<file path="config.mk">
export PLATFORM = sky130hd
export DESIGN_NAME = segre_core
export DESIGN_NICKNAME = d
export VERILOG_FILES = /design/src/segre_pkg.sv /design/src/segre_if_stage.sv /design/src/segre_id_stage.sv /design/src/segre_ex_stage.sv /design/src/segre_mem_stage.sv /design/src/segre_controller.sv /design/src/segre_core.sv
export VERILOG_INCLUDE_DIRS = /design/src
export SDC_FILE = /design/constraint.sdc
export NUM_CORES = 1
export LEC_CHECK = 0
export ABC_AREA = 0
export BUFFER_PORTS_ARGS = -buffer_cell sky130_fd_sc_hd__buf_2
export CELL_PAD_IN_SITES_DETAIL_PLACEMENT = 0
export CELL_PAD_IN_SITES_GLOBAL_PLACEMENT = 2
export CORE_MARGIN = 5
export CORE_UTILIZATION = 46
export CTS_CLUSTER_SIZE = 16
export DETAILED_ROUTE_END_ITERATION = 7
export PLACE_DENSITY = 0.95
export RECOVER_POWER = 50
export SLEW_MARGIN = 0
export SYNTH_ARGS = -nofsm -noshare
export SYNTH_HDL_FRONTEND = slang
export SYNTH_HIERARCHICAL = 1
export SYNTH_SLANG_ARGS = --single-unit
</file>
<file path="constraint.sdc">
create_clock -name clk_i -period 12.1 [get_ports clk_i]
set_clock_uncertainty 0.2 [all_clocks]
set_input_delay 2.42 -clock clk_i [delete_from_list [all_inputs] [get_ports clk_i]]
set_output_delay 2.42 -clock clk_i [all_outputs]
set_load 0.01 [all_outputs]
</file>
<file path="src/segre_macros.svh">
`ifndef SEGRE_MACROS_SVH
`define SEGRE_MACROS_SVH

// Datapath and instruction word width
`define SEGRE_WORD_W 16

// Register file geometry
`define SEGRE_REG_W 3
`define SEGRE_NUM_REGS 8

// First fetch address out of reset
`define SEGRE_RESET_PC 16'h0000

`endif

</file>
<file path="src/segre_pkg.sv">
`include "segre_macros.svh"

package segre_pkg;

typedef enum logic [3:0] {
    OP_NOP  = 4'd0,
    OP_ADD  = 4'd1,
    OP_SUB  = 4'd2,
    OP_AND  = 4'd3,
    OP_ADDI = 4'd4,
    OP_LD   = 4'd5,
    OP_ST   = 4'd6,
    OP_BEQ  = 4'd7
} op_e;

// Register format, rd = rs1 op rs2
typedef struct packed {
    op_e                        opcode;
    logic [`SEGRE_REG_W-1:0]    rd;
    logic [`SEGRE_REG_W-1:0]    rs1;
    logic [`SEGRE_REG_W-1:0]    rs2;
    logic [`SEGRE_WORD_W-4-3*`SEGRE_REG_W-1:0] funct;
} instr_r_t;

// Immediate format, rd doubles as second source for ST and BEQ
typedef struct packed {
    op_e                        opcode;
    logic [`SEGRE_REG_W-1:0]    rd;
    logic [`SEGRE_REG_W-1:0]    rs1;
    logic signed [`SEGRE_WORD_W-4-2*`SEGRE_REG_W-1:0] imm;
} instr_i_t;

typedef union packed {
    instr_r_t r;
    instr_i_t i;
} instr_u;

typedef struct packed {
    logic                       valid;
    logic                       we;
    logic [`SEGRE_REG_W-1:0]    rd;
} dst_t;

typedef struct packed {
    logic                       valid;
    op_e                        op;
    logic [`SEGRE_REG_W-1:0]    rd;
    logic [`SEGRE_WORD_W-1:0]   a;
    logic [`SEGRE_WORD_W-1:0]   b;
    logic [`SEGRE_WORD_W-1:0]   imm;  // Already sign extended
    logic [`SEGRE_WORD_W-1:0]   pc;
} id_ex_t;

typedef struct packed {
    logic                       valid;
    op_e                        op;
    logic [`SEGRE_REG_W-1:0]    rd;
    logic                       we;
    logic [`SEGRE_WORD_W-1:0]   alu;
    logic [`SEGRE_WORD_W-1:0]   sdata;
} ex_mem_t;

typedef struct packed {
    logic                       valid;
    logic [`SEGRE_REG_W-1:0]    rd;
    logic [`SEGRE_WORD_W-1:0]   data;
} wb_t;

typedef struct packed {
    logic block;        // Stage output register may not take a new entry
    logic inject_nops;  // Stage output register loads a bubble
} stage_ctl_t;

endpackage : segre_pkg

</file>
<file path="src/segre_if_stage.sv">
`timescale 1ns/100ps
`include "segre_macros.svh"

module segre_if_stage (
    input  logic                        clk_i,
    input  logic                        reset_i,
    input  segre_pkg::stage_ctl_t       ctl_i,
    input  logic                        tkbr_i,
    input  logic [`SEGRE_WORD_W-1:0]    target_i,
    input  logic [`SEGRE_WORD_W-1:0]    imem_rdata_i,
    input  logic                        imem_hit_i,
    output logic [`SEGRE_WORD_W-1:0]    imem_addr_o,
    output segre_pkg::instr_u           instr_o,
    output logic [`SEGRE_WORD_W-1:0]    pc_o,
    output logic                        valid_o
);

logic [`SEGRE_WORD_W-1:0] pc_q;
logic [`SEGRE_WORD_W-1:0] pc_id_q;
segre_pkg::instr_u        instr_q;
logic                     valid_q;

assign imem_addr_o = pc_q;

// Redirect wins over any stall
always_ff @(posedge clk_i) begin
    if (reset_i) begin
        pc_q <= `SEGRE_RESET_PC;
    end else if (tkbr_i) begin
        pc_q <= target_i;
    end else if (!ctl_i.block && imem_hit_i) begin
        pc_q <= pc_q + `SEGRE_WORD_W'(1);
    end
end

//////////////////////////////////////////////////////////////////////
// IF/ID register

always_ff @(posedge clk_i) begin
    if (reset_i) begin
        valid_q <= 1'b0;
    end else if (tkbr_i || ctl_i.inject_nops) begin
        valid_q <= 1'b0;  // Wrong path or bubble
    end else if (!ctl_i.block) begin
        valid_q <= imem_hit_i;  // Miss loads an empty slot
    end
end

always_ff @(posedge clk_i) begin
    if (!ctl_i.block && imem_hit_i) begin
        instr_q <= imem_rdata_i;
        pc_id_q <= pc_q;
    end
end

assign instr_o = instr_q;
assign pc_o    = pc_id_q;
assign valid_o = valid_q;

endmodule : segre_if_stage

</file>
<file path="src/segre_id_stage.sv">
`timescale 1ns/100ps
`include "segre_macros.svh"

module segre_id_stage (
    input  logic                        clk_i,
    input  logic                        reset_i,
    input  segre_pkg::stage_ctl_t       ctl_i,
    input  segre_pkg::instr_u           instr_i,
    input  logic [`SEGRE_WORD_W-1:0]    pc_i,
    input  logic                        valid_i,
    input  segre_pkg::wb_t              wb_i,
    output logic [`SEGRE_REG_W-1:0]     src_a_o,
    output logic [`SEGRE_REG_W-1:0]     src_b_o,
    output logic                        rd_src_a_o,
    output logic                        rd_src_b_o,
    output logic                        valid_o,
    output segre_pkg::id_ex_t           id_ex_o
);

logic [`SEGRE_WORD_W-1:0] rf_q [`SEGRE_NUM_REGS];
segre_pkg::op_e           op;
logic                     is_r;
logic                     is_st_beq;
logic [`SEGRE_REG_W-1:0]  rd;
logic [`SEGRE_WORD_W-1:0] imm_ext;
segre_pkg::id_ex_t        id_ex_q;

//////////////////////////////////////////////////////////////////////
// Decode

// Opcode sits at the same place in both formats
assign op = instr_i.r.opcode;

assign is_r      = op inside {segre_pkg::OP_ADD, segre_pkg::OP_SUB, segre_pkg::OP_AND};
assign is_st_beq = op inside {segre_pkg::OP_ST, segre_pkg::OP_BEQ};

assign src_a_o = is_r ? instr_i.r.rs1 : instr_i.i.rs1;
assign src_b_o = is_r ? instr_i.r.rs2 : instr_i.i.rd;  // Store data or compare operand
assign rd      = is_r ? instr_i.r.rd  : instr_i.i.rd;
assign imm_ext = `SEGRE_WORD_W'(instr_i.i.imm);  // Signed cast extends the sign

assign rd_src_a_o = valid_i && (is_r || is_st_beq ||
                    op inside {segre_pkg::OP_ADDI, segre_pkg::OP_LD});
assign rd_src_b_o = valid_i && (is_r || is_st_beq);
assign valid_o    = valid_i;

// Register file, new value visible the cycle after the write
always_ff @(posedge clk_i) begin
    if (reset_i) begin
        for (int i = 0; i < `SEGRE_NUM_REGS; i++) begin
            rf_q[i] <= '0;
        end
    end else if (wb_i.valid) begin
        rf_q[wb_i.rd] <= wb_i.data;
    end
end

//////////////////////////////////////////////////////////////////////
// ID/EX register

always_ff @(posedge clk_i) begin
    if (reset_i) begin
        id_ex_q.valid <= 1'b0;
    end else if (ctl_i.inject_nops) begin
        id_ex_q.valid <= 1'b0;
    end else if (!ctl_i.block) begin
        id_ex_q.valid <= valid_i;
    end
    if (!ctl_i.block) begin
        id_ex_q.op  <= op;
        id_ex_q.rd  <= rd;
        id_ex_q.a   <= rf_q[src_a_o];
        id_ex_q.b   <= rf_q[src_b_o];
        id_ex_q.imm <= imm_ext;
        id_ex_q.pc  <= pc_i;
    end
end

assign id_ex_o = id_ex_q;

a_rf_index: assert property (@(posedge clk_i) disable iff (reset_i)
    wb_i.valid |-> int'(wb_i.rd) < `SEGRE_NUM_REGS)
    else $error("write to register %0d out of range", wb_i.rd);

endmodule : segre_id_stage

</file>
<file path="src/segre_ex_stage.sv">
`timescale 1ns/100ps
`include "segre_macros.svh"

module segre_ex_stage (
    input  logic                        clk_i,
    input  logic                        reset_i,
    input  segre_pkg::stage_ctl_t       ctl_i,
    input  segre_pkg::id_ex_t           id_ex_i,
    output logic                        tkbr_o,
    output logic [`SEGRE_WORD_W-1:0]    target_o,
    output segre_pkg::dst_t             dst_o,
    output segre_pkg::ex_mem_t          ex_mem_o
);

logic [`SEGRE_WORD_W-1:0] alu;
logic                     writes;
segre_pkg::ex_mem_t       ex_mem_q;

always_comb begin
    alu    = '0;
    writes = 1'b0;
    case (id_ex_i.op)
        segre_pkg::OP_ADD: begin
            alu    = id_ex_i.a + id_ex_i.b;
            writes = 1'b1;
        end
        segre_pkg::OP_SUB: begin
            alu    = id_ex_i.a - id_ex_i.b;
            writes = 1'b1;
        end
        segre_pkg::OP_AND: begin
            alu    = id_ex_i.a & id_ex_i.b;
            writes = 1'b1;
        end
        segre_pkg::OP_ADDI, segre_pkg::OP_LD: begin
            alu    = id_ex_i.a + id_ex_i.imm;  // Sum or load address
            writes = 1'b1;
        end
        segre_pkg::OP_ST: alu = id_ex_i.a + id_ex_i.imm;
        default: ;  // NOP, BEQ and unknown codes
    endcase
end

// Branch resolves here
assign tkbr_o   = id_ex_i.valid && id_ex_i.op == segre_pkg::OP_BEQ && id_ex_i.a == id_ex_i.b;
assign target_o = id_ex_i.pc + `SEGRE_WORD_W'(1) + id_ex_i.imm;

assign dst_o = '{valid: id_ex_i.valid, we: writes, rd: id_ex_i.rd};

//////////////////////////////////////////////////////////////////////
// EX/MEM register

always_ff @(posedge clk_i) begin
    if (reset_i) begin
        ex_mem_q.valid <= 1'b0;
    end else if (ctl_i.inject_nops) begin
        ex_mem_q.valid <= 1'b0;
    end else if (!ctl_i.block) begin
        ex_mem_q.valid <= id_ex_i.valid;
    end
    if (!ctl_i.block) begin
        ex_mem_q.op    <= id_ex_i.op;
        ex_mem_q.rd    <= id_ex_i.rd;
        ex_mem_q.we    <= writes;
        ex_mem_q.alu   <= alu;
        ex_mem_q.sdata <= id_ex_i.b;
    end
end

assign ex_mem_o = ex_mem_q;

// A taken branch is a real BEQ and moves on once released
a_tkbr_beq: assert property (@(posedge clk_i) disable iff (reset_i)
    tkbr_o && !ctl_i.block && !ctl_i.inject_nops
    |=> ex_mem_o.valid && ex_mem_o.op == segre_pkg::OP_BEQ)
    else $error("tkbr without a valid BEQ");

endmodule : segre_ex_stage

</file>
<file path="src/segre_mem_stage.sv">
`timescale 1ns/100ps
`include "segre_macros.svh"

module segre_mem_stage (
    input  logic                        clk_i,
    input  logic                        reset_i,
    input  segre_pkg::stage_ctl_t       ctl_i,
    input  segre_pkg::ex_mem_t          ex_mem_i,
    input  logic [`SEGRE_WORD_W-1:0]    dmem_rdata_i,
    input  logic                        dmem_hit_i,
    output logic [`SEGRE_WORD_W-1:0]    dmem_addr_o,
    output logic [`SEGRE_WORD_W-1:0]    dmem_wdata_o,
    output logic                        dmem_rd_o,
    output logic                        dmem_wr_o,
    output segre_pkg::dst_t             dst_o,
    output segre_pkg::wb_t              wb_o,
    output segre_pkg::dst_t             wb_dst_o
);

segre_pkg::wb_t wb_q;
logic           we_q;

assign dmem_rd_o    = ex_mem_i.valid && ex_mem_i.op == segre_pkg::OP_LD;
assign dmem_wr_o    = ex_mem_i.valid && ex_mem_i.op == segre_pkg::OP_ST;
assign dmem_addr_o  = ex_mem_i.alu;
assign dmem_wdata_o = ex_mem_i.sdata;

assign dst_o = '{valid: ex_mem_i.valid, we: ex_mem_i.we, rd: ex_mem_i.rd};

//////////////////////////////////////////////////////////////////////
// MEM/WB register

always_ff @(posedge clk_i) begin
    if (reset_i) begin
        wb_q.valid <= 1'b0;
    end else if (ctl_i.inject_nops) begin
        wb_q.valid <= 1'b0;  // Access still pending
    end else if (!ctl_i.block) begin
        wb_q.valid <= ex_mem_i.valid;
    end
    if (!ctl_i.block) begin
        we_q      <= ex_mem_i.we;
        wb_q.rd   <= ex_mem_i.rd;
        wb_q.data <= dmem_rd_o ? dmem_rdata_i : ex_mem_i.alu;
    end
end

// Only register writes show up as write-back events
assign wb_o     = '{valid: wb_q.valid && we_q, rd: wb_q.rd, data: wb_q.data};
assign wb_dst_o = '{valid: wb_q.valid, we: we_q, rd: wb_q.rd};

a_rd_wr_excl: assert property (@(posedge clk_i) disable iff (reset_i)
    !(dmem_rd_o && dmem_wr_o))
    else $error("load and store issued together");

a_miss_hold: assert property (@(posedge clk_i) disable iff (reset_i)
    (dmem_rd_o || dmem_wr_o) && !dmem_hit_i
    |=> $stable(dmem_addr_o) && $stable({dmem_rd_o, dmem_wr_o}))
    else $error("data access changed while waiting on a miss");

endmodule : segre_mem_stage

</file>
<file path="src/segre_controller.sv">
`timescale 1ns/100ps
`include "segre_macros.svh"

module segre_controller (
    input  logic                        clk_i,
    input  logic                        reset_i,
    input  logic                        finish_test_i,
    input  logic                        imem_hit_i,
    input  logic                        dmem_hit_i,
    input  logic                        dmem_rd_i,
    input  logic                        dmem_wr_i,
    input  logic                        store_buffer_draining_i,
    input  logic                        valid_id_i,
    input  logic [`SEGRE_REG_W-1:0]     src_a_i,
    input  logic [`SEGRE_REG_W-1:0]     src_b_i,
    input  logic                        rd_src_a_i,
    input  logic                        rd_src_b_i,
    input  segre_pkg::dst_t             dst_ex_i,
    input  segre_pkg::dst_t             dst_mem_i,
    input  segre_pkg::dst_t             dst_wb_i,
    input  logic                        tkbr_i,
    output segre_pkg::stage_ctl_t       ctl_if_o,
    output segre_pkg::stage_ctl_t       ctl_id_o,
    output segre_pkg::stage_ctl_t       ctl_ex_o,
    output segre_pkg::stage_ctl_t       ctl_mem_o,
    output logic                        finish_test_o,
    output logic                        sel_mem_req_o
);

logic       hazard;
logic       mem_stall;
logic       block_ex;
logic       block_id;
logic       block_if;
logic [2:0] fin_q;

// True when a decode source waits on this pending write
function automatic logic dep(segre_pkg::dst_t d);
    return d.valid && d.we && ((rd_src_a_i && src_a_i == d.rd) ||
                               (rd_src_b_i && src_b_i == d.rd));
endfunction

//////////////////////////////////////////////////////////////////////
// Stall and flush

// A taken branch squashes the waiting instruction anyway
assign hazard = valid_id_i && !tkbr_i &&
                (dep(dst_ex_i) || dep(dst_mem_i) || dep(dst_wb_i));

assign mem_stall = ((dmem_rd_i || dmem_wr_i) && !dmem_hit_i) || store_buffer_draining_i;

// Blocks travel back toward fetch
assign block_ex = mem_stall;
assign block_id = block_ex || hazard;
assign block_if = block_id || !imem_hit_i || fin_q[0];

assign ctl_mem_o = '{block: mem_stall, inject_nops: mem_stall};
assign ctl_ex_o  = '{block: block_ex, inject_nops: 1'b0};  // EX makes no bubble of its own
assign ctl_id_o  = '{block: block_id, inject_nops: (hazard || tkbr_i) && !block_ex};
assign ctl_if_o  = '{block: block_if,
                     inject_nops: (!imem_hit_i || fin_q[0]) && !block_id};

//////////////////////////////////////////////////////////////////////
// Finish delay and memory port select

always_ff @(posedge clk_i) begin
    if (reset_i) begin
        fin_q <= '0;
    end else begin
        fin_q <= {fin_q[1:0], fin_q[0] | finish_test_i};  // Sticky until reset
    end
end

assign finish_test_o = fin_q[2];

// Instruction side wins, data side only when fetch is happy
assign sel_mem_req_o = (dmem_rd_i || dmem_wr_i) && !dmem_hit_i && imem_hit_i;

a_id_blocks_if: assert property (@(posedge clk_i) disable iff (reset_i)
    ctl_id_o.block |-> ctl_if_o.block)
    else $error("ID blocked while IF runs");

a_tkbr_no_release: assert property (@(posedge clk_i) disable iff (reset_i)
    tkbr_i && $past(ctl_id_o.block) |-> ctl_id_o.block || ctl_id_o.inject_nops)
    else $error("stalled decode released under a taken branch");

endmodule : segre_controller

</file>
<file path="src/segre_core.sv">
`timescale 1ns/100ps
`include "segre_macros.svh"

module segre_core (
    input  logic                        clk_i,
    input  logic                        reset_i,
    input  logic [`SEGRE_WORD_W-1:0]    imem_rdata_i,
    input  logic                        imem_hit_i,
    input  logic [`SEGRE_WORD_W-1:0]    dmem_rdata_i,
    input  logic                        dmem_hit_i,
    input  logic                        store_buffer_draining_i,
    input  logic                        finish_test_i,
    output logic [`SEGRE_WORD_W-1:0]    imem_addr_o,
    output logic [`SEGRE_WORD_W-1:0]    dmem_addr_o,
    output logic [`SEGRE_WORD_W-1:0]    dmem_wdata_o,
    output logic                        dmem_rd_o,
    output logic                        dmem_wr_o,
    output segre_pkg::wb_t              wb_o,
    output logic                        finish_test_o,
    output logic                        sel_mem_req_o
);

segre_pkg::stage_ctl_t    ctl_if;
segre_pkg::stage_ctl_t    ctl_id;
segre_pkg::stage_ctl_t    ctl_ex;
segre_pkg::stage_ctl_t    ctl_mem;
logic                     tkbr;
logic [`SEGRE_WORD_W-1:0] target;
segre_pkg::instr_u        instr;
logic [`SEGRE_WORD_W-1:0] pc;
logic                     valid_if;
logic [`SEGRE_REG_W-1:0]  src_a;
logic [`SEGRE_REG_W-1:0]  src_b;
logic                     rd_src_a;
logic                     rd_src_b;
logic                     valid_id;
segre_pkg::id_ex_t        id_ex;
segre_pkg::ex_mem_t       ex_mem;
segre_pkg::dst_t          dst_ex;
segre_pkg::dst_t          dst_mem;
segre_pkg::dst_t          dst_wb;

//////////////////////////////////////////////////////////////////////
// Pipeline stages

segre_if_stage u_if (
    .clk_i, .reset_i, .ctl_i(ctl_if), .tkbr_i(tkbr), .target_i(target),
    .imem_rdata_i, .imem_hit_i, .imem_addr_o,
    .instr_o(instr), .pc_o(pc), .valid_o(valid_if)
);

segre_id_stage u_id (
    .clk_i, .reset_i, .ctl_i(ctl_id), .instr_i(instr), .pc_i(pc), .valid_i(valid_if),
    .wb_i(wb_o), .src_a_o(src_a), .src_b_o(src_b), .rd_src_a_o(rd_src_a),
    .rd_src_b_o(rd_src_b), .valid_o(valid_id), .id_ex_o(id_ex)
);

segre_ex_stage u_ex (
    .clk_i, .reset_i, .ctl_i(ctl_ex), .id_ex_i(id_ex),
    .tkbr_o(tkbr), .target_o(target), .dst_o(dst_ex), .ex_mem_o(ex_mem)
);

segre_mem_stage u_mem (
    .clk_i, .reset_i, .ctl_i(ctl_mem), .ex_mem_i(ex_mem), .dmem_rdata_i, .dmem_hit_i,
    .dmem_addr_o, .dmem_wdata_o, .dmem_rd_o, .dmem_wr_o,
    .dst_o(dst_mem), .wb_o, .wb_dst_o(dst_wb)
);

// Hazard controller
segre_controller u_ctrl (
    .clk_i, .reset_i, .finish_test_i, .imem_hit_i, .dmem_hit_i,
    .dmem_rd_i(dmem_rd_o), .dmem_wr_i(dmem_wr_o), .store_buffer_draining_i,
    .valid_id_i(valid_id), .src_a_i(src_a), .src_b_i(src_b),
    .rd_src_a_i(rd_src_a), .rd_src_b_i(rd_src_b),
    .dst_ex_i(dst_ex), .dst_mem_i(dst_mem), .dst_wb_i(dst_wb), .tkbr_i(tkbr),
    .ctl_if_o(ctl_if), .ctl_id_o(ctl_id), .ctl_ex_o(ctl_ex), .ctl_mem_o(ctl_mem),
    .finish_test_o, .sel_mem_req_o
);

endmodule : segre_core

</file>
==> results of run 1 <==
[stage by stage]
step           cell area (um^2)  utilization [%]  std cells  total power [mW]
2_1_floorplan             18600                -       1580              1.57
3_3_place_gp              19000             47.7       2078              1.68
3_5_place_dp              19000             47.7       2078              1.68
4_1_cts                   20200             50.7       2143              2.77
5_1_grt                   20000             50.3       2143              2.85
6_report                  20000             50.3       2144              2.74
[power groups by stage]
| stage | clock network, mW | logic (mW) | registers, mW |
|---|---|---|---|
| finish | 1.08 | 0.386 | 1.27 |
| global route | 1.15 | 0.423 | 1.28 |
| CTS | 1.11 | 0.392 | 1.27 |
| detailed placement | 0 | 0.389 | 1.29 |
| global placement | 0 | 0.386 | 1.29 |
| floorplan | 0 | 0.304 | 1.26 |
[how the worst min path moves through the flow]
| stage | to | slack [ps] | startpoint |
|---|---|---|---|
| 3_5_place_dp | u_id/id_ex_o[1] | 210 | u_if/pc_o[1] |
| 5_1_grt | u_id/id_ex_o[10] | 220 | u_if/pc_o[10] |
| 3_3_place_gp | u_id/id_ex_o[3] | 200 | u_if/pc_o[3] |
| 6_report | u_id/id_ex_o[10] | 220 | u_if/pc_o[10] |
| 4_1_cts | u_id/id_ex_o[1] | 220 | u_if/pc_o[1] |
| 2_1_floorplan | u_id/id_ex_o[0] | 200 | u_if/pc_o[0] |
[kinds of logic after synthesis]
group / Yosys count / synth area share [%]
and+or+nand+nor: 519 / 17.0
DFF: 304 / 48.0
AOI/OAI and AO/OA: 290 / 11.4
buffers and inverters: 205 / 6.12
muxes: 124 / 9.44
adders and majority gates: 69 / 4.77
xor gates and xnor gates: 68 / 3.21
other: 1 / 0.0202
[layer usage]
metal | vias to the layer above | track usage, % | wire length, um
met4 | 0 | 7.38 | 1480
li1 | 5946 | - | -
met1 | 6406 | 32.5 | 22000
met2 | 611 | 35.0 | 23700
met5 | - | 0 | 0
met3 | 81 | 4.84 | 4680
[layout make-up]
cell class	instances	area [um^2]	share of cell area [%]
Inverter	40	150	0.749
Timing Repair Buffer	138	671	3.35
Antenna cell	1	2.50	0.0125
Tap cell	525	657	3.28
Clock inverter	24	230	1.15
Multi-Input combinational cell	1071	8490	42.4
Sequential cell	304	8900	44.4
Clock buffer	41	941	4.69
[cells in the mapped netlist (all sizes together), types with 3 or more instances]
cell / number
dfxtp: 23
o21bai: 7
a311oi: 64
buf: 113
nand2: 103
nand3: 8
fa: 3
nand4: 12
mux2: 51
and2: 131
a21oi: 46
nor2b: 8
nand3b: 7
mux2i: 41
o211ai: 3
a22oi: 72
nand2b: 76
o21a: 3
nor3: 22
or3: 5
edfxtp: 281
o21ai: 34
nor4: 10
nor4b: 66
o221ai: 5
nor3b: 4
a221o: 3
and3: 3
xor2: 22
xnor2: 46
mux4: 32
nor2: 40
nand4b: 3
o31ai: 3
a21o: 13
a211oi: 15
or2: 13
clkbuf: 52
o31a: 6
ha: 66
inv: 39
[sequential cells by signal, summed over array words and instances (netlist names)]
name and flops:
u_id/rf_q 128, u_id/id_ex_o 62, u_ex/ex_mem_o 41, u_if/imem_addr_o 16, u_if/instr_o 16, u_if/pc_o 16, u_mem/wb_o 16, u_mem/wb_dst_o 4
u_ctrl/fin_q 3, u_if/valid_o 1, u_mem/we_q 1
[worst reg2reg max path, stage by stage, from the launching register on]
cell	delay, ps
edfxtp_1	730
clkbuf_1	3650
nor4b_1	450
a311oi_1	530
mux2i_1	140
mux2_1	430
==> impl_results.md, run 1 <==
* NetSw at 722 uW
* Crit-path max cell delay at 3640 ps
* Combinational power share at 14.1%
* Reg2reg setup slack at 5690 ps
* Detail Placement HPWL at 33.7 mm
* Vias in the first global route at around 13,000
* WL final at ~52 mm
* Final Worst Setup Slack at around 5700 ps
* Port Buffers at roughly 110
* Final Cycle Share at 53.0%
* First-pass GRT wire length at between 70 and 80 mm
* Unrepaired setup endpoints after global routing: no
* Crit path capture: u_id/id_ex_o[33]
* # resized after CTS at 0
* Final setup TNS at 0 ps
* Average wire per standard cell at 24.2 um
* Pleak at roughly 7.3 nW
* H-Tree Depth at 2
* Post-DRT Antenna Nets at 0
* Final GP Congestion at 0.866
* Gr ovfl total at 0
* Synth cell types at 85
* Crit. path cell count at 5
* Int Pwr at ~2.0 mW
* Synth top area share at 45.5%
* Critical Path Sink Type: register
* Status: finished with violations
* Via count at 13,044
* Initial core utilization at about 47%
* Highest clock rate at between 150 and 200 MHz
* Number of max-cap violations at 5
* Synth Warn # at 6
* Worst min-delay path category: register to register
* Die Wd at 211 um
* Post-CTS setup buffers at 0
* Fin nets at roughly 1,700
* Seq/Total Area, Yosys at between 40% and 50%
* Synth Flop Type: edfxtp_1
* Die span in y at 211 um
* Num CTS Buffers at 36
* Crit Path Max Fanout at between 100 and 150
* Buffers & Inverters on Critical Path at 1
* Crit path required time at 12,150 ps
* Final hold slack at 218 ps
* Drt pass-1 iters at 6
* Final hold vios at 0
* Worst slew pin tran at 5210 ps
* Final setup fails at 0
* Pwr dens at 137 nW/um^2
* Post-synth net total at 1,687
* Worst Setup SP: u_if/instr_o[3]
* Critical R2R Launch: u_if/instr_o[3]
* Largest net degree at the start of global routing at 114
* CP delay by family, top: buffers and inverters
* R2R Path End: u_id/id_ex_o[33]
* Commonest non-fill, non-tap cells in the layout: edfxtp_1, nand2_1, and2_1, nand2b_1, a22oi_1
* CTS max path bufs at 3
* CP max-delay cell: clkbuf_1
* CTS tree: built
* Fin crit period at 6410 ps
* Via density at a little over 6
* Clock Power Share at 39.4%
* Synthesized area at 18,600 um^2
* Initial DRC Count at 1,464
* Async set-reset flop share out of synthesis at 0%
* Filler cell count at 3,588
* Sw Share at between 20% and 30%
* WP data arrival at 6460 ps
* # IOs at 110
* Remaining DRCs at 0
* # rows at 73
* Max IR drop VDD at between 0.1 and 0.15 mV
* Total Die Area at 44,500 um^2
* Layout cells sized above 1 at 13.2%
* Failing checks: max-capacitance violations, max-slew violations
* Initial antenna violation count at 0
* Register bit total from synthesis at 304
* Tot GR Track Use at 22.8%
* Clk slew on worst S/H paths at 60 ps
* Syn Area/Cell at 11.7 um^2
* Pre-CTS setup slack at 6560 ps
* Post-synth top area cell: edfxtp_1
* Hold Path Stages at 0
* Seq pwr share at 46.5%
* CTS root buf: clkbuf_16
* Commonest non-fill, non-tap cell in the layout: edfxtp_1
* Synth Instances at 1,580
* CTS sink cnt at 304
* Slew headroom at -248%
* Pins Over Slew Limit at 291
* Top cells by area, synth: edfxtp_1, ha_1, and2_1
* Syn-to-layout area delta at 8.01%
* Critical path class: register to register
* Latest clock arrival within the worst-skew pair at 550 ps
* Number of flops mapped to enable cells by yosys at 281
* CTS Hold Buffers Added at 0
* R2R cell count at 5
* CORE AREA at 39,800 um^2
* Startpoint types: register
* Cells along the critical path: clkbuf_1 -> nor4b_1 -> a311oi_1 -> mux2i_1 -> mux2_1
Power figures use the tool's default switching activity.
==> run 2, diff against run 1 <==
- CORE_UTILIZATION: 46 -> 38
- PLACE_DENSITY: 0.95 -> 0.86
- clock period: 12.1 -> 5.6 ns (I/O delays scaled with it)
==> run 2 against run 1 <==
  * The flow still finishes with violations (max-capacitance violations, max-slew violations)
  * Final cell count is 4.7% higher
  * Design area grew 0.69%
  * Via count is 0.84% higher
  * Clock-buffer cell count is 9 higher
  * Combinational power is 120% higher
  * Worst hold slack worse by 2.4 ps
  * Non-clock buffer count rose by 1
  * Global-route usage is 2.9 points lower
  * Sequential share of layout area shrank 0.30 points
  * Sequential power up 120%
  * Critical path depth stayed put
  * Register-to-register slack got worse by 4200 ps
  * Largest cell class unchanged
  * Highest routed layer unchanged
==> impl_results.md, run 2 (synthesis results as in run 1) <==
* Failing checks: max-capacitance violations, max-slew violations
* Detail Placement HPWL at 34.9 mm (+3.3%)
* # IOs at 110 (unchanged)
* Cells along the critical path: clkbuf_1 -> or3b_2 -> nor2_1 -> clkbuf_1 -> or2_2
* CTS sink cnt at 304 (unchanged)
* CP delay by family, top: simple AND/OR/NAND/NOR gates
* Initial antenna violation count at 2 (+2)
* Fin crit period at 4150 ps
* # resized after CTS at 0 (unchanged)
* Sw Share at 26.8% (+0.45 points)
* Critical path class: primary input to register
* Pins Over Slew Limit at 242 (-17%)
* Pwr dens at 297 nW/um^2 (+120%)
* Combinational power share at 14.4% (+0.3 points)
* CORE AREA at 48,600 um^2 (+22%)
* NetSw at 1.61 mW (+120%)
* Final setup TNS at 0 ps (unchanged)
* Pleak at 7.30 nW (-0.39%)
* CTS tree: built
* Final hold slack at 215 ps (-2.40 ps)
* Final GP Congestion at 0.856 (-1.2%)
* CTS Hold Buffers Added at 0 (unchanged)
* Unrepaired setup endpoints after global routing: no
* Int Pwr at 4.38 mW (+120%)
* Port Buffers at 109 (unchanged)
* CTS root buf: clkbuf_16
* Final hold vios at 0 (unchanged)
* Filler cell count at 4,644 (+29%)
* Post-CTS setup buffers at 0 (unchanged)
* Commonest non-fill, non-tap cell in the layout: edfxtp_1
* Slew headroom at -53.8% (+190 points)
* WP data arrival at 4120 ps (-2340 ps)
* Die span in y at 231 um (+9.5%)
* Buffers & Inverters on Critical Path at 2 (+1)
* Largest net degree at the start of global routing at 130 (+14%)
* Final Cycle Share at 74.1%
* Average wire per standard cell at 24.5 um (+1.6%)
* Vias in the first global route at 12,912 (+1.6%)
* Gr ovfl total at 0 (unchanged)
* Seq pwr share at 45.9% (-0.6 points)
* Critical Path Sink Type: register
* Syn-to-layout area delta at 8.75%
* Highest clock rate at 241 MHz
* Drt pass-1 iters at 8 (+2)
* Initial DRC Count at 1,183 (-19%)
* Total power at 5.99 mW (+120%)
* Number of max-cap violations at 5 (unchanged)
* Reg with most FFs: u_id/rf_q
* Layout cells sized above 1 at 14.1% (+0.95 points)
* Inserted Diodes at 0 (-1)
* Initial core utilization at 38.1% (-8.5 points)
* Via count at 13,153 (+0.84%)
* Remaining DRCs at 0 (unchanged)
* Most frequent cell on the critical path: clkbuf_1
* Crit path required time at 5570 ps (-6580 ps)
* Via density at 5.86 (-3.7%)
* Status: finished with violations
* Fin nets at 1,701 (+0.18%)
* # rows at 81 (+11%)
* CTS max path bufs at 3 (unchanged)
* Clock Power Share at 39.7% (+0.3 points)
* Crit-path max cell delay at 860 ps (-2780 ps)
* Max IR drop VDD at 0.218 mV (+71%)
* Reg2reg setup slack at 1480 ps (-4210 ps)
* H-Tree Depth at 2 (unchanged)
* Worst min-delay path category: register to register
* Clk slew on worst S/H paths at 60 ps (about the same)
* CP max-delay cell: clkbuf_1
* Post-DRT Antenna Nets at 0 (unchanged)
* Total Die Area at 53,300 um^2 (+20%)
* Crit Path Max Fanout at 33 (-71%)
* Startpoint types: primary input
* Tot GR Track Use at 19.9% (-2.9 points)
* Num CTS Buffers at 38 (+5.6%)
* WL final at 55.1 mm (+6.3%)
* Commonest non-fill, non-tap cells in the layout: edfxtp_1, nand2_1, and2_1, nand2b_1, clkbuf_1
* Final setup fails at 0 (unchanged)
* Worst slew pin tran at 2310 ps (-2910 ps)
* Max reg flops at 128 (unchanged)
* First-pass GRT wire length at 81.1 mm (+3.9%)
* Latest clock arrival within the worst-skew pair at 550 ps (about the same)
* Die Wd at 231 um (+9.5%)
run 2: layout make-up:
cell class / count / area [um^2] / area share [%]
sequential: 304 / 8900 / 44.1
multi-input combinational: 1071 / 8510 / 42.2
clock buffer: 50 / 1020 / 5.04
tap: 622 / 778 / 3.86
timing repair buffer: 139 / 663 / 3.29
clock inverter: 18 / 165 / 0.818
inverter: 40 / 150 / 0.744
run 2: worst register-to-register path: stages (launching register included):
cell	delay, ps
edfxtp_1	490
a211oi_1	560
buf_4	340
nand2_1	80
o21ai_0	160
ha_1	320
a211oi_1	280
o211ai_1	170
a2111oi_0	590
o41ai_1	240
a21oi_1	220
nand4b_1	130
nand3_1	80
run 2: final timing paths:
check / start / end / cells past startpoint
max: reset_i / u_id/rf_q[6][6] / 5
min: u_if/pc_o[9] / u_id/id_ex_o[9] / 0
max reg2reg: u_id/id_ex_o[68] / u_ex/ex_mem_o[31] / 12
min reg2reg: u_if/pc_o[9] / u_id/id_ex_o[9] / 0
run 2: power by group through the flow:
stage / registers, mW / clock network [mW] / logic, mW
global placement: 2.79 / 0 / 0.863
floorplan: 2.73 / 0 / 0.656
global route: 2.76 / 2.51 / 0.935
CTS: 2.75 / 2.44 / 0.871
finish: 2.75 / 2.38 / 0.864
detailed placement: 2.79 / 0 / 0.864
run 2: metal layers:
layer / global-route usage [%] / share of wire [%] / up-vias
li1: - / - / 5954
met1: 26.7 / 43 / 6530
met2: 32.2 / 47 / 525
met3: 3.68 / 7.1 / 144
met4: 7.56 / 3.5 / 0
met5: 0 / 0 / -
run 2: through the flow:
| step | worst slack [ps] | util, % | cells | area (um^2) |
|---|---|---|---|---|
| 5_1_grt | 1100 | 41.5 | 2244 | 20200 |
| 2_1_floorplan | 1220 | - | 1580 | 18600 |
| 3_3_place_gp | 1660 | 39.4 | 2176 | 19100 |
| 4_1_cts | 1550 | 41.8 | 2244 | 20300 |
| 6_report | 1450 | 41.5 | 2244 | 20200 |
| 3_5_place_dp | 1540 | 39.4 | 2176 | 19100 |
==> run 3, diff against run 2 <==
- CORE_UTILIZATION: 38 -> 43
- PLACE_DENSITY: 0.86 -> 0.92
- clock period: 5.6 -> 4 ns (I/O delays scaled with it)
==> run 3 against run 2 <==
  * The flow still finishes with violations (max-capacitance violations, max-slew violations)
  * Sequential cell count unchanged
  * Largest cell class unchanged
  * Non-clock buffer count up 17
  * Setup slack worse by 1200 ps
  * Critical path depth up 7
  * Core utilization rose by 5.7 points
  * Critical endpoint is now u_if/imem_addr_o[15]
==> impl_results.md, run 3 (synthesis results as in run 1) <==
* Reg with most FFs: u_id/rf_q
* Total Die Area at 47,400 um^2 (-11%)
* Worst min-delay path category: register to register
* Pwr dens at 409 nW/um^2 (+38%)
* Pleak at 7.31 nW (+0.22%)
* CTS Hold Buffers Added at 0 (unchanged)
* Post-CTS setup buffers at 0 (unchanged)
* Unrepaired setup endpoints after global routing: no
* Clk slew on worst S/H paths at 60 ps (about the same)
* Average wire per standard cell at 24.4 um (-0.44%)
* Number of max-cap violations at 2 (-3)
* Post-DRT Antenna Nets at 0 (unchanged)
* Cells along the critical path: or2_2 -> nor2_4 -> mux2_2 -> xnor2_1 -> nand4_2 -> a21oi_2 -> nor4_4 -> o21bai_2 -> nand3b_1 -> or2_1 -> o31a_1 -> o31a_1
* Critical Path Sink Type: register
* Total power at 8.27 mW (+38%)
* Remaining DRCs at 0 (unchanged)
* Status: finished with violations
* Final setup fails at 0 (unchanged)
* Commonest non-fill, non-tap cell in the layout: edfxtp_1
* Initial antenna violation count at 1 (-1)
* Drt pass-1 iters at 5 (-3)
* Crit-path max cell delay at 450 ps (-410 ps)
* WP data arrival at 4000 ps (-120 ps)
* Max reg flops at 128 (unchanged)
* Syn-to-layout area delta at 8.95%
* Final Cycle Share at 94.0%
* CTS sink cnt at 304 (unchanged)
* Fin nets at 1,716 (+0.88%)
* Pins Over Slew Limit at 34 (-86%)
* Critical path class: register to register
* WL final at 54.3 mm (-1.4%)
* Crit Path Max Fanout at 5 (-85%)
* Final GP Congestion at 0.853 (-0.36%)
* Via density at 5.94 (+1.3%)
* Initial core utilization at 43.3% (+5.1 points)
* Via count at 13,192 (+0.30%)
* Startpoint types: register
* Slew headroom at -21.5% (+32 points)
* Final hold vios at 0 (unchanged)
* CP delay by family, top: simple AND/OR/NAND/NOR gates
* Commonest non-fill, non-tap cells in the layout: edfxtp_1, nand2_1, nand2b_1, clkbuf_1
* Largest net degree at the start of global routing at 89 (-32%)
* # rows at 76 (-6.2%)
* CORE AREA at 42,900 um^2 (-12%)
* Port Buffers at 109 (unchanged)
* Die span in y at 218 um (-5.7%)
* Num CTS Buffers at 36 (-5.3%)
* Worst slew pin tran at 1820 ps (-486 ps)
* CTS max path bufs at 3 (unchanged)
* CTS tree: built
* Gr ovfl total at 0 (unchanged)
* First-pass GRT wire length at 80.9 mm (-0.29%)
* Layout cells sized above 1 at 14.7% (+0.54 points)
* Crit path required time at 4230 ps (-1340 ps)
* Latest clock arrival within the worst-skew pair at 550 ps (about the same)
* Fin crit period at approximately 3800 ps
* Final hold slack at 217 ps (+1.64 ps)
* # resized after CTS at 0 (unchanged)
* Detail Placement HPWL at 35.5 mm (+1.8%)
* Failing checks: max-capacitance violations, max-slew violations
* Tot GR Track Use at 22.3% (+2.4 points)
* H-Tree Depth at 2 (unchanged)
* Max IR drop VDD at 0.272 mV (+25%)
* CTS root buf: clkbuf_16
* Highest clock rate at approximately 270 MHz
* Vias in the first global route at 12,912 (unchanged)
* Buffers & Inverters on Critical Path at 0 (-2)
* Final setup TNS at 0 ps (unchanged)
* Initial DRC Count at 1,327 (+12%)
* # IOs at 110 (unchanged)
* CP max-delay cell: edfxtp_1
* Die Wd at 218 um (-5.7%)
* Most frequent cell on the critical path: o31a_1
* Inserted Diodes at 0 (unchanged)
==> run 3: worst paths after layout <==
kind | slack, ps | start | cells past startpoint | endpoint
max | 240 | u_if/instr_o[14] | 12 | u_if/imem_addr_o[15]
max reg2reg | 240 | u_if/instr_o[14] | 12 | u_if/imem_addr_o[15]
min reg2reg | 220 | u_if/pc_o[6] | 0 | u_id/id_ex_o[6]
min | 220 | u_if/pc_o[6] | 0 | u_id/id_ex_o[6]
==> run 3: layer usage <==
layer	part of all wire [%]	vias to the layer above	track usage [%]
met2	48	555	37.2
li1	-	5986	-
met1	42	6561	29.9
met4	2.5	0	6.43
met3	7.2	90	4.07
met5	0	-	0
==> run 3: final cells by class <==
cell class / count / area, um^2
inverter: 40 / 154
timing repair buffer: 156 / 800
tap: 585 / 732
sequential: 304 / 8900
multi-input combinational: 1071 / 8490
clock inverter: 19 / 174
fill: 3923 / 22700
clock buffer: 47 / 963
==> run 3: report_power, final <==
group          leakage [nW]  internal, mW  switching, mW  total [mW]
Sequential             3.04          3.67          0.168        3.83
Clock                 0.560          1.90           1.32        3.22
Combinational          3.71         0.492          0.727        1.22
==> run 3: stage by stage <==
stage	setup slack [ps]	cells	area [um^2]	util, %
after floorplan	111	1580	18600	-
after global placement	293	2156	19200	44.9
after detailed placement	204	2156	19200	44.9
after CTS	180	2222	20400	47.5
after global routing	45.1	2222	20200	47.1
final	238	2222	20200	47.1
